File: src/alu_settings.svh
// alu settings
// data width, shift amount width and the operation codes of the 32-bit alu

`ifndef ALU_SETTINGS_SVH
`define ALU_SETTINGS_SVH

// datapath width, lookahead trees are laid out for 32 only
`define ALU_WIDTH 32

// shift amount taken from the low bits of b, bit 5 means 32 or more
`define ALU_SHAMT_WIDTH 6

// operation codes
`define ALU_OP_ADD 4'd0 // a + b
`define ALU_OP_SUB 4'd1 // a - b
`define ALU_OP_AND 4'd2 // a & b
`define ALU_OP_OR 4'd3 // a | b
`define ALU_OP_XOR 4'd4 // a ^ b
`define ALU_OP_NOT 4'd5 // ~a, b ignored
`define ALU_OP_SLL 4'd6 // a << b[5:0]
`define ALU_OP_SRL 4'd7 // a >> b[5:0], zero fill
`define ALU_OP_SRA 4'd8 // a >>> b[5:0], sign fill
// codes 9 to 15 are unused and give zero

`endif
File: src/alu_pkg.sv
// alu package
// shared vector types for the alu datapath and its testbench

`include "alu_settings.svh"

package alu_pkg;

	// operand or result word
	typedef logic [`ALU_WIDTH-1:0] word_t;

	// operation code, 16 encodings of which 9 are used
	typedef logic [3:0] alu_op_t;

	// shift amount, low bits of b
	typedef logic [`ALU_SHAMT_WIDTH-1:0] shamt_t;

	// 4-bit slice for the adder groups and compare cells
	typedef logic [3:0] nibble_t;

endpackage

File: src/alu_top.sv
// alu top
// 32-bit alu: adder, shifter, comparator and bitwise logic,
// result and flags registered once on clk for one-cycle latency

`timescale 1ns/100ps

`include "alu_settings.svh"

module alu_top
(
	input  logic             clk,
	input  logic             rst,
	input  alu_pkg::alu_op_t op,
	input  alu_pkg::word_t   a,
	input  alu_pkg::word_t   b,
	output alu_pkg::word_t   result,
	output logic             carry,
	output logic             overflow,
	output logic             less,
	output logic             more,
	output logic             even
);

	logic            sub;       // adder subtract level
	logic            arith_op;  // ADD or SUB, gates the adder flags
	alu_pkg::word_t  sum;
	logic            add_carry;
	logic            add_ovf;
	alu_pkg::word_t  shl;
	alu_pkg::word_t  shr_logic;
	alu_pkg::word_t  shr_arith;
	logic            cmp_less;
	logic            cmp_more;
	logic            cmp_even;
	alu_pkg::word_t  sel_result; // selected word before the register

	assign sub      = (op == `ALU_OP_SUB);
	assign arith_op = (op == `ALU_OP_ADD) || sub;

	cla_adder_32 cla_adder_32_i (
		.a(a), .b(b), .sub(sub),
		.sum(sum), .carry(add_carry), .overflow(add_ovf)
	);

	barrel_shifter barrel_shifter_i (
		.value(a),
		.amount(b[`ALU_SHAMT_WIDTH-1:0]), // b[5:0], upper bits of b ignored
		.shl(shl), .shr_logic(shr_logic), .shr_arith(shr_arith)
	);

	magnitude_comparator magnitude_comparator_i (
		.a(a), .b(b),
		.less(cmp_less), .more(cmp_more), .even(cmp_even)
	);

	// word select, bitwise ops done in place
	always_comb
	begin
		case (op)
			`ALU_OP_ADD, `ALU_OP_SUB: sel_result = sum;
			`ALU_OP_AND: sel_result = a & b;
			`ALU_OP_OR:  sel_result = a | b;
			`ALU_OP_XOR: sel_result = a ^ b;
			`ALU_OP_NOT: sel_result = ~a;
			`ALU_OP_SLL: sel_result = shl;
			`ALU_OP_SRL: sel_result = shr_logic;
			`ALU_OP_SRA: sel_result = shr_arith;
			default:     sel_result = '0; // codes 9..15
		endcase
	end

	// output stage, compare flags follow a and b for every code
	always_ff @(posedge clk)
	begin
		if (rst)
		begin
			result   <= '0;
			carry    <= 1'b0;
			overflow <= 1'b0;
			less     <= 1'b0;
			more     <= 1'b0;
			even     <= 1'b0; // cleared too, not set by equal zeros
		end
		else
		begin
			result   <= sel_result;
			carry    <= add_carry & arith_op; // on SUB, 1 means no borrow
			overflow <= add_ovf & arith_op;
			less     <= cmp_less;
			more     <= cmp_more;
			even     <= cmp_even;
		end
	end

endmodule

File: src/magnitude_comparator.sv
// magnitude comparator
// unsigned compare of a and b through a tree of 4-bit lookahead cells

`timescale 1ns/100ps

module magnitude_comparator
(
	input  alu_pkg::word_t a,
	input  alu_pkg::word_t b,
	output logic           less,
	output logic           more,
	output logic           even
);

	alu_pkg::word_t lt_bit; // per bit a=0 b=1
	alu_pkg::word_t gt_bit; // per bit a=1 b=0
	logic [7:0]     l1_lt;  // per nibble
	logic [7:0]     l1_gt;
	logic [1:0]     l2_lt;  // per half word
	logic [1:0]     l2_gt;

	// lookahead cell, the highest differing position decides
	function automatic logic [1:0] cmp_cell(input alu_pkg::nibble_t lt,
		input alu_pkg::nibble_t gt);
		alu_pkg::nibble_t diff;
		alu_pkg::nibble_t hit;
		diff   = lt | gt;
		hit[3] = diff[3];
		hit[2] = ~diff[3] & diff[2];
		hit[1] = ~diff[3] & ~diff[2] & diff[1];
		hit[0] = ~diff[3] & ~diff[2] & ~diff[1] & diff[0];
		return {|(hit & lt), |(hit & gt)}; // {less, more}
	endfunction

	assign lt_bit = ~a & b;
	assign gt_bit = a & ~b;

	genvar i;
	generate
		for (i = 0; i < 8; i++)
		begin : level1
			assign {l1_lt[i], l1_gt[i]} = cmp_cell(lt_bit[4*i +: 4], gt_bit[4*i +: 4]);
		end
		for (i = 0; i < 2; i++)
		begin : level2
			assign {l2_lt[i], l2_gt[i]} = cmp_cell(l1_lt[4*i +: 4], l1_gt[4*i +: 4]);
		end
	endgenerate

	// final pair, upper half wins when it differs
	assign less = l2_lt[1] | (~l2_gt[1] & l2_lt[0]);
	assign more = l2_gt[1] | (~l2_lt[1] & l2_gt[0]);
	assign even = ~(less | more);

endmodule

File: src/barrel_shifter.sv
// barrel shifter
// five-stage logarithmic shifter, left, logical right and arithmetic right
// all at once; amount bit 5 gives the full fill value

`timescale 1ns/100ps

`include "alu_settings.svh"

module barrel_shifter
(
	input  alu_pkg::word_t  value,
	input  alu_pkg::shamt_t amount,
	output alu_pkg::word_t  shl,
	output alu_pkg::word_t  shr_logic,
	output alu_pkg::word_t  shr_arith
);

	localparam int STAGES = `ALU_SHAMT_WIDTH - 1; // 1, 2, 4, 8, 16
	localparam int MSB    = `ALU_WIDTH - 1;

	alu_pkg::word_t sl  [0:STAGES]; // left path
	alu_pkg::word_t srl [0:STAGES]; // right path, zero fill
	alu_pkg::word_t sra [0:STAGES]; // right path, sign fill
	logic           sign;

	assign sign   = value[MSB];
	assign sl[0]  = value;
	assign srl[0] = value;
	assign sra[0] = value;

	genvar s;
	generate
		for (s = 0; s < STAGES; s++)
		begin : stage
			localparam int STEP = 1 << s;

			// each stage moves by STEP or passes through
			assign sl[s+1] = amount[s] ? {sl[s][MSB-STEP:0], {STEP{1'b0}}} : sl[s];
			assign srl[s+1] = amount[s] ? {{STEP{1'b0}}, srl[s][MSB:STEP]} : srl[s];
			assign sra[s+1] = amount[s] ? {{STEP{sign}}, sra[s][MSB:STEP]} : sra[s];
		end
	endgenerate

	// 32 or more shifts everything out
	assign shl       = amount[STAGES] ? '0 : sl[STAGES];
	assign shr_logic = amount[STAGES] ? '0 : srl[STAGES];
	assign shr_arith = amount[STAGES] ? {`ALU_WIDTH{sign}} : sra[STAGES];

endmodule

File: src/cla_adder_32.sv
// cla adder 32
// two-level carry-lookahead add/subtract over eight 4-bit groups,
// gives carry out and signed overflow

`timescale 1ns/100ps

module cla_adder_32
(
	input  alu_pkg::word_t a,
	input  alu_pkg::word_t b,
	input  logic           sub, // 1 gives a - b
	output alu_pkg::word_t sum,
	output logic           carry,
	output logic           overflow
);

	logic [7:0] gp;      // group propagate
	logic [7:0] gg;      // group generate
	logic [8:0] group_c; // carry into each group, [8] is carry out
	logic       top_msb; // carry into bit 31
	logic       acc_g;   // running generate term
	logic       acc_p;   // running propagate product

	genvar i;
	generate
		for (i = 0; i < 8; i++)
		begin : grp
			if (i == 7)
			begin : top
				cla_group_4 cla_group_4_i (
					.a(a[4*i +: 4]), .b(b[4*i +: 4]), .sub(sub),
					.carry_in(group_c[i]), .sum(sum[4*i +: 4]),
					.group_p(gp[i]), .group_g(gg[i]),
					.carry_msb(top_msb)
				);
			end
			else
			begin : low
				cla_group_4 cla_group_4_i (
					.a(a[4*i +: 4]), .b(b[4*i +: 4]), .sub(sub),
					.carry_in(group_c[i]), .sum(sum[4*i +: 4]),
					.group_p(gp[i]), .group_g(gg[i]),
					.carry_msb() // only the top group feeds overflow
				);
			end
		end
	endgenerate

	// second level, each group carry expanded from sub and the G/P pairs below it
	always_comb
	begin
		group_c[0] = sub; // two's complement +1 on subtract
		for (int k = 1; k <= 8; k++)
		begin
			acc_g = gg[k-1];
			acc_p = gp[k-1];
			for (int j = k - 2; j >= 0; j--)
			begin
				acc_g = acc_g | (acc_p & gg[j]); // generate from lower group
				acc_p = acc_p & gp[j];
			end
			group_c[k] = acc_g | (acc_p & sub);
		end
	end

	assign carry    = group_c[8];
	assign overflow = top_msb ^ group_c[8]; // carry in vs out of the sign bit

endmodule

File: src/cla_group_4.sv
// cla group 4
// 4-bit add/subtract slice with inner lookahead carries,
// group propagate/generate and the carry into its top bit

`timescale 1ns/100ps

module cla_group_4
(
	input  alu_pkg::nibble_t a,
	input  alu_pkg::nibble_t b,
	input  logic             sub, // invert b for subtraction
	input  logic             carry_in,
	output alu_pkg::nibble_t sum,
	output logic             group_p,
	output logic             group_g,
	output logic             carry_msb // carry into bit 3, for overflow
);

	alu_pkg::nibble_t b_eff; // b or ~b
	alu_pkg::nibble_t p;     // bit propagate
	alu_pkg::nibble_t g;     // bit generate
	alu_pkg::nibble_t c;     // carry into each bit

	assign b_eff = b ^ {4{sub}};
	assign p     = a ^ b_eff;
	assign g     = a & b_eff;

	// inner carries all from carry_in, no ripple
	assign c[0] = carry_in;
	assign c[1] = g[0] | (p[0] & carry_in);
	assign c[2] = g[1] | (p[1] & g[0]) | (p[1] & p[0] & carry_in);
	assign c[3] = g[2] | (p[2] & g[1]) | (p[2] & p[1] & g[0])
		| (p[2] & p[1] & p[0] & carry_in);

	assign sum = p ^ c;

	// group terms for the second lookahead level
	assign group_p = &p;
	assign group_g = g[3] | (p[3] & g[2]) | (p[3] & p[2] & g[1])
		| (p[3] & p[2] & p[1] & g[0]);

	assign carry_msb = c[3];

endmodule

File: config.mk
export PLATFORM = sky130hd
export DESIGN_NAME = alu_top
export DESIGN_NICKNAME = d
export VERILOG_FILES = /design/src/alu_pkg.sv /design/src/alu_top.sv /design/src/magnitude_comparator.sv /design/src/barrel_shifter.sv /design/src/cla_adder_32.sv /design/src/cla_group_4.sv
export VERILOG_INCLUDE_DIRS = /design/src
export SDC_FILE = /design/constraint.sdc
export NUM_CORES = 1
export LEC_CHECK = 0
export BUFFER_PORTS_ARGS = -buffer_cell sky130_fd_sc_hd__buf_2
export CAP_MARGIN = 20
export CELL_PAD_IN_SITES_DETAIL_PLACEMENT = 1
export CELL_PAD_IN_SITES_GLOBAL_PLACEMENT = 1
export CORE_UTILIZATION = 42
export DETAILED_ROUTE_END_ITERATION = 8
export GPL_TIMING_DRIVEN = 0
export PLACE_DENSITY = 0.79
export SLEW_MARGIN = 40
export SYNTH_ARGS = -nofsm -noshare
export SYNTH_HDL_FRONTEND = slang
export SYNTH_SLANG_ARGS = --single-unit
export TNS_END_PERCENT = 20
File: constraint.sdc
create_clock -name clk -period 6.1 [get_ports clk]
set_input_delay 1.22 -clock clk [delete_from_list [all_inputs] [get_ports clk]]
set_output_delay 1.22 -clock clk [all_outputs]
set_load 0.005 [all_outputs]
* Yosys cells after proc, flatten, opt, wreduce, memory -nomap -nowiden *
Index checks and enable logic that the tools add are counted.

cells by class
  equal/unequal tests = 8
  muxes and demuxes = 19
  bitwise operators = 444
  reductions and logical operators = 31

operator list
  kind                                                                    count
  32-bit 2-to-1 mux                                                       12
  32-bit one-hot mux with 8 select lines                                  1
  1-bit AND                                                               230
  31-bit 2-to-1 mux                                                       6
  4-bit AND                                                               28
  1-bit bitwise OR                                                        111
  32-bit AND                                                              3
  4-bit XOR                                                               24
  4-bit OR reduction                                                      20
  32-bit NOT                                                              2
  4-bit bitwise OR                                                        10
  1-bit NOT                                                               33
  32-bit bitwise OR                                                       1
  4-bit AND reduction                                                     8
  32-bit XOR                                                              1
  4-bit by 3-bit equality test with 1-bit output (second input constant)  4
  4-bit by 2-bit equality test with 1-bit output (second input constant)  2
  4-bit by 1-bit equality test with 1-bit output (second input constant)  1
  4-bit equality test (second input constant)                             1
  4-bit logical NOT                                                       1
  2-bit OR reduction                                                      1
  1-bit logical OR                                                        1
  1-bit XOR                                                               1

word-level totals
  bits in registers = 37
  word-level logic and storage cells = 508

* Longest topological paths before layout *
Gate-level depths: netlist of the first run.

  word-level depth = 21
  gate-level depth with buffers = 19
  depth with buffers taken out = 16

* Modules after synthesis *
Synthesis of the first run repeated with hierarchy kept, for this count alone.

second synthesis, totals
  cell total of the unflattened synthesis = 1,485
  area, all modules = 12,020.3 um^2

modules (own cells, without submodules)
  module                                                      instances  cells each  area an instance (um^2)  seq. area each (um^2)
  alu_top                                                     1          559         4,525.6                  740.7
  barrel_shifter                                              1          501         3,912.5                  0.0
  magnitude_comparator                                        1          220         1,704.1                  0.0
  cla_group_4 at cla_adder_32_i.grp[0].low.cla_group_4_i ...  4          24          226.5                    0.0
  cla_group_4 at cla_adder_32_i.grp[4].low.cla_group_4_i ...  4          22          205.2                    0.0
  cla_adder_32                                                1          21          151.4                    0.0

* Worst setup path before layout of the first run *
No wires, ideal clock.

  path type = input-to-reg
  from = input port op[1]
  to = register result[28]
  data arrival time = 5.835 ns
  slack = 0.150 ns
  stages = 19
  cell sequence = clkbuf_1 nor3_1 and2_1 clkbuf_1 buf_2 xnor2_1 ha_1 nand4_1 or2_2 o221a_2 nor4_1 nor2_1 o21a_1 o31a_1 fa_1 o221ai_1 a2111oi_0 o21ai_0 o21a_1

between the ends
  longest elaborated chain between the ends = 17
  elaborated cells between the ends (all ways) = 118
  those cells by class = eq/ne: 8; mux: 1; bitwise: 100; reduce/logical: 9

RTL lines
  item                                                  RTL line                              RTL
  start, declared                                       alu_top.sv:13                         input alu_pkg::alu_op_t op,
  4-bit by 1-bit equality test with 1-bit output        alu_top.sv:59                         case (op)
  4-bit XOR                                             cla_group_4.sv:24                     assign b_eff = b ^ {4{sub}};
  4-bit XOR / 4-bit AND (equally long branches)         cla_group_4.sv:25, cla_group_4.sv:26
  1-bit AND (on tied branches)                          cla_group_4.sv:39, cla_group_4.sv:40
  1-bit bitwise OR (tied with other cells)              cla_group_4.sv:39                     assign group_g = g[3] | (p[3] & g[2]) | (p[3] & p[2] & g[1])
  1-bit bitwise OR / 1-bit AND (equally long branches)  cla_group_4.sv:39, cla_group_4.sv:40
  1-bit bitwise OR                                      cla_group_4.sv:40                     | (p[3] & p[2] & p[1] & g[0]);
  1-bit AND                                             cla_adder_32.sv:59                    acc_g = acc_g | (acc_p & gg[j]);
  1-bit bitwise OR (6 in series)                        cla_adder_32.sv:59
  1-bit bitwise OR                                      cla_adder_32.sv:62                    group_c[k] = acc_g | (acc_p & sub);
  4-bit XOR                                             cla_group_4.sv:35                     assign sum = p ^ c;
  32-bit one-hot mux with 8 select lines *              alu_top.sv:59
  end signal, assigned                                  alu_top.sv:86                         result <= sel_result;
  end, declared                                         alu_top.sv:16                         output alu_pkg::word_t result,

Every way passes the cells marked *; elsewhere a longest branch is shown, timed or not.
A chain may end at the register's enable or synchronous reset.

* Final worst setup path of the first run *
Same ends and word-level chain as after synthesis.

==> results.py, run 1 <==
metrics = {
    "worst_setup_path": {
        "startpoint_type": "primary input",
        "path_buf_inv": 3,
        "worst_path_most_repeated_cell": "o21a_1",
        "cp.arrival_ps": 6080,
        "crit_fanout": 10,
        "path_cells": "buf_2, clkbuf_2, nor3_4, and2_4, buf_6, xnor2_1, ha_1, and4b_1, a41oi_1, o221a_4, nor4_2, nor2_1, o21a_1, o31a_1, fa_1, o221ai_1, a2111oi_4, o21ai_1, o21a_1",
        "critPathKind": "in2reg",
        "max_stage_delay_ps": 530,
        "end_kind": "flop",
        "critPathTopFamily": "compound AO/OA/AOI/OAI gates",
        "critPathRequiredTime_ps": 6300,
        "slowest_stage": "fa_1",
    },
    "synth": {
        "ys.flop_type": "dfxtp_1",
        "synth_fp_nets": 1478,
        "yosysWarnings": 0,
        "synth_seq_cells": 37,
        "synthCells": 1241,
        "synth_cell_type_count": 83,
        "netlist_area_um2": 9887,
        "ys_seq_area_frac": 0.07492,
        "ys_async_sr_fraction": 0,
        "synth_edf_count": 0,
        "syn_avg_cell_area_um2": 7.967,
    },
    "power": {
        "leakage_nw": 4.897,
        "power.density_nw_per_um2": 136.8,
        "irDropWorstVdd_mv": 0.1036,
        "finalPower_mw": 1.526,
    },
    "timing": {
        "fmax_mhz": 170.2,
        "drv_slew": 0,
        "fin_crit_ps": 5875,
        "post-route-period-util": 0.9632,
        "hold_viol": 0,
        "worstMarginPinSlew_ps": 978.1,
        "slew_headroom": 0.3479,
        "setup_viol_count_final": 0,
        "rsz0062_at_grt": "false",
    },
    "die": {
        "ioPinCount": 107,
        "start_util": 0.4327,
        "dieArea_um2": 24160,
        "fp.dieW_um": 155.4,
        "num_rows": 55,
        "die_h_um": 155.4,
        "core_area_um2": 22850,
    },
    "place": {
        "port_buffers": 106,
        "finalWeightedCongestion": 1.076,
        "dp.final_hpwl_um": 42100,
        "placed_cell_area_um2": 10900,
    },
    "grt": {
        "globalRouteOverflowTotal": 0,
        "grt_max_degree": 21,
        "grt_pass1_vias": 11250,
        "antenna_found_initial": 2,
        "grt_use_total": 0.4465,
        "grt_pass1_wl_um": 77090,
    },
    "status": {
        "status": "finished clean",
    },
    "drt": {
        "drc_errors": 0,
        "postRouteAntennaNets": 0,
        "vias_per_cell": 6.958,
        "drtIter0Drc": 1394,
        "wirelength_um": 53680,
        "drt-pass1-iter-count": 6,
        "drt-wirelength-per-cell_um": 32.22,
        "num_vias": 11590,
    },
    "clocking": {
        "cts_buffers": 5,
        "cts_tree": "built",
        "htree_levels": 2,
        "cts_buffer_depth": 2,
        "cts_sinks": 37,
        "cts_root_buf": "clkbuf_16",
        "cts_hold_buf": 0,
        "clkTransAtPathRegs_ps": 70,
    },
    "layout": {
        "nNetsFinal": 1588,
        "final_util": 0.4880,
        "fillers": 2897,
        "final_cell_area_um2": 11150,
        "most-common-layout-cells": "ha_1, nand2_1, buf_2, nor2_1, inv_1",
        "drive_gt1_frac": 0.1879,
        "area_delta_synth_final_pct": 12.76,
        "layout_commonest_cell": "ha_1",
    },
    "job": {
        "maxCapViolations": 0,
    },
    "worst_hold_path": {
        "hp-class": "in2reg",
    },
}
per-stage QoR:
step	setup TNS, ps	hold WS, ps	instances	setup WS [ps]
floorplan	0	1308	1241	150.4
global placement	-17700	1508	1660	-2096
detailed placement	-8438	1535	1662	-1606
CTS	0	1201	1666	72.81
global route	0	1219	1665	62.53
finish	0	1199	1666	224.6
worst paths after layout:
| kind | to | cells after the start | start | slack (ps) |
|---|---|---|---|---|
| max | result[28] | 19 | op[1] | 220 |
| min | more | 2 | rst | 1200 |
kinds of logic (layout without fill, tap and decap cells):
logic type | count (synthesis) | in the layout | share of synthesized area
flops | 37 | 37 | 0.07492
compound gates | 351 | 351 | 0.2450
other cells | 0 | 1 | 0
buf+inv | 168 | 279 | 0.06935
fa+ha+maj | 167 | 167 | 0.2167
xor+xnor | 46 | 46 | 0.04075
mux | 113 | 113 | 0.1820
simple gates | 359 | 359 | 0.1714
registers in the layout, summed over array words and instances (netlist names):
register  count
result       32
carry         1
even          1
less          1
more          1
overflow      1
routing by layer:
metal | vias up | track usage | wire, um
met5 | - | 0 | 12
met2 | 846 | 0.6703 | 22650
met4 | 2 | 0.2316 | 3243
met3 | 195 | 0.1323 | 6497
li1 | 4842 | - | -
met1 | 5707 | 0.5765 | 21270
cells in the mapped netlist (6+ instances only):
master	number	area, um2
nor2b_1	8	50.05
mux4_2	49	1104
nand2_1	141	529.3
dfxtp_1	37	740.7
o2111ai_1	8	70.07
mux2i_1	44	440.4
o221ai_1	17	148.9
nand2b_1	14	87.58
and2_1	6	37.54
inv_1	87	326.6
mux2_2	17	191.4
o21ai_0	67	335.3
clkbuf_1	50	187.7
a21oi_1	72	360.4
nand3b_1	9	67.56
a211o_1	7	61.31
a2111oi_0	14	122.6
nand3_1	18	90.09
a31oi_1	15	93.84
ha_1	160	2002
xnor2_1	40	350.3
a221oi_1	12	105.1
xor2_1	6	52.55
buf_2	16	80.08
fa_1	7	140.1
nor3_1	20	100.1
o21a_1	7	52.55
a21o_1	8	60.06
nand4_1	6	37.54
nor2_1	95	356.6
o31ai_1	13	97.59
buf_1	6	22.52
o211ai_1	16	120.1
a211oi_1	25	187.7
o22ai_1	9	56.30
power breakdown:
| group | switching, mW | total [mW] | internal, mW |
|---|---|---|---|
| Combinational | 0.596 | 0.931 | 0.334 |
| Sequential | 0.00291 | 0.258 | 0.255 |
| Clock | 0.143 | 0.337 | 0.195 |
repair_timing:
item / CTS / global route
hold endpoints to repair: 0 / 0
setup endpoints to repair: 9 / 2
pin swaps: 1 / 2
setup buffers: 1 / 0
gates resized for setup: 16 / 5
layout make-up:
cell class              instances  area [um2]  share of cell area
well taps                     313       391.6             0.03513
diodes                          1       2.502           0.0002245
plain buffers                  74       372.9             0.03345
inverters                      88       332.8             0.02985
clock buffers                   5       125.1             0.01122
repair buffers                109       555.5             0.04983
flip-flops and latches         37       740.7             0.06644
clock inverters                 3       46.29            0.004153
multi-input cells            1036        8581              0.7697
Note: power is estimated with default switching activity, not from simulation.
==> inputs of run 2 (changes only) <==
--- a/config.mk
+++ b/config.mk
@@ -14,4 +14,5 @@
 export DETAILED_ROUTE_END_ITERATION = 8
 export GPL_TIMING_DRIVEN = 0
+export MAX_ROUTING_LAYER = met4
 export PLACE_DENSITY = 0.79
 export SLEW_MARGIN = 40
==> constraint.sdc (replaced) <==
create_clock -name clk -period 6.1 [get_ports clk]
set_input_delay 1.22 -clock clk [delete_from_list [all_inputs] [get_ports clk]]
set_output_delay 1.22 -clock clk [all_outputs]
set_load 0.05 [all_outputs]
==> run 2 against run 1 <==
Against the previous run:
- first-iteration DRC count is 3.4% higher
- sequential power barely moved
- worst setup slack worse by 140 ps
==> results.py, run 2 (same netlist as run 1, synthesis figures left out) <==
metrics = {
    "layout": {
        "layout_commonest_cell": "ha_1",
        "final_util": 0.4880,
        "nNetsFinal": 1589,
        "drive_gt1_frac": 0.1849,
        "fin_cells": 1670,
        "most-common-layout-cells": "ha_1, nand2_1, buf_2, nor2_1, inv_1",
        "area_delta_synth_final_pct": 12.76,
        "multi_input_area_um2": 8572,
        "fillers": 2887,
        "largest_register": "result",
        "register_area_um2": 740.7,
        "largest_register_ffs": 32,
    },
    "clocking": {
        "clkTransAtPathRegs_ps": 80,
        "cts_root_buf": "clkbuf_16",
        "cts_tree": "built",
        "cts_buffers": 5,
        "cts_buffer_depth": 2,
        "cts_sinks": 37,
        "cts_hold_buf": 0,
        "htree_levels": 2,
    },
    "timing": {
        "layout_setup_ws_ps": 88.18,
        "fin_crit_ps": 6012,
        "post-route-period-util": 0.9855,
        "worstMarginPinSlew_ps": 999.6,
        "fmax_mhz": 166.3,
        "slew_headroom": 0.3336,
        "setup_viol_count_final": 0,
        "drv_slew": 0,
        "hold_viol": 0,
    },
    "worst_setup_path": {
        "cp-startpoint": "op[1]",
        "startpoint_type": "primary input",
        "crit_fanout": 10,
        "max_stage_delay_ps": 530,
        "critPathRequiredTime_ps": 6290,
        "path_cells": "buf_2, clkbuf_2, nor3_4, and2_4, buf_6, xnor2_1, ha_1, and4b_1, a41oi_1, o221a_2, nor4_2, nor2_1, o21a_1, o31a_1, fa_1, o221ai_1, a2111oi_4, o21ai_0, o21a_1",
        "worst_path_most_repeated_cell": "o21a_1",
        "critPathKind": "in2reg",
        "cp.arrival_ps": 6210,
        "cp-endpoint": "result[28]",
        "end_kind": "flop",
        "slowest_stage": "fa_1",
    },
    "drt": {
        "wirelength_um": 54620,
        "top_layer": "met4",
        "drt-pass1-iter-count": 6,
        "drt-wirelength-per-cell_um": 32.71,
        "num_vias": 11670,
        "met3_length_um": 6964,
        "vias_per_cell": 6.990,
        "wl_met2_um": 23470,
        "postRouteAntennaNets": 0,
        "wl_met1_um": 20730,
        "drc_errors": 0,
        "drtIter0Drc": 1441,
    },
    "grt": {
        "grt_pass1_wl_um": 78850,
        "grt_use_total": 0.4684,
        "grt_pass1_vias": 11800,
        "grt_max_degree": 21,
        "antenna_found_initial": 6,
        "globalRouteOverflowTotal": 0,
    },
    "die": {
        "fp.dieW_um": 155.4,
        "num_rows": 55,
        "dieArea_um2": 24160,
        "die_h_um": 155.4,
        "ioPinCount": 107,
        "start_util": 0.4327,
        "core_area_um2": 22850,
    },
    "place": {
        "port_buffers": 106,
        "finalWeightedCongestion": 1.107,
        "preCtsSetupSlack_ps": -1551,
        "dp.final_hpwl_um": 43340,
        "dpl.cell_count": 1661,
    },
    "job": {
        "maxCapViolations": 0,
    },
    "power": {
        "irDropWorstVdd_mv": 0.1079,
        "finalPower_mw": 1.577,
        "leakage_nw": 4.894,
        "power.density_nw_per_um2": 141.5,
    },
    "worst_hold_path": {
        "hp-class": "in2reg",
    },
    "status": {
        "status": "finished clean",
    },
}
==> run 2: report_power, final <==
| group | total, mW | switching (mW) | internal (mW) |
|---|---|---|---|
| logic | 0.991 | 0.653 | 0.338 |
| clock network | 0.329 | 0.138 | 0.191 |
| registers | 0.258 | 0.00289 | 0.255 |
| total | 1.58 | 0.793 | 0.784 |
==> run 2: what timing repair did <==
action,4_1_cts,5_1_grt
gates resized for setup,12,11
endpoints found under the hold margin,0,0
buffers inserted,1,3
setup endpoints to repair,9,6
pin swaps,2,2
==> run 2: stage by stage <==
stage               instance area [um2]  hold WS (ps)  TNS (ps)
finish                            11150          1200         0
global route                      11150          1246    -7.240
CTS                               11090          1191         0
detailed placement                10880          1513     -8290
global placement                  10810          1504    -17100
floorplan                          9887          1308         0
==> run 2: final cells by class <==
cell class,instances,share of cell area
Multi-Input combinational cell,1036,0.7689
Sequential cell,37,0.06644
Inverter,88,0.02997
Timing Repair Buffer,111,0.05118
Clock buffer,5,0.01122
Buffer,73,0.03288
Tap cell,313,0.03513
Antenna cell,5,0.001122
Clock inverter,2,0.003143
==> run 2: worst max-delay path: cells and delay by family <==
kind	cells	cell delay, ps
fa+ha+maj	2	910
xor+xnor	1	120
buf+inv	3	590
simple gates	5	1260
compound gates	8	2110
==> run 2: worst min path at each step <==
stage	startpoint	to	slack [ps]	cells past startpoint
6_report	rst	more	1200	2
3_3_place_gp	rst	more	1500	2
3_5_place_dp	rst	more	1510	2
5_1_grt	rst	more	1250	2
2_1_floorplan	rst	more	1310	1
4_1_cts	rst	more	1190	2
==> run 2: metal layers <==
metal,GRT usage,vias up
li1,-,4845
met1,0.5659,5726
met2,0.6955,868
met3,0.1345,234
met4,0.2666,0
met5,-,-
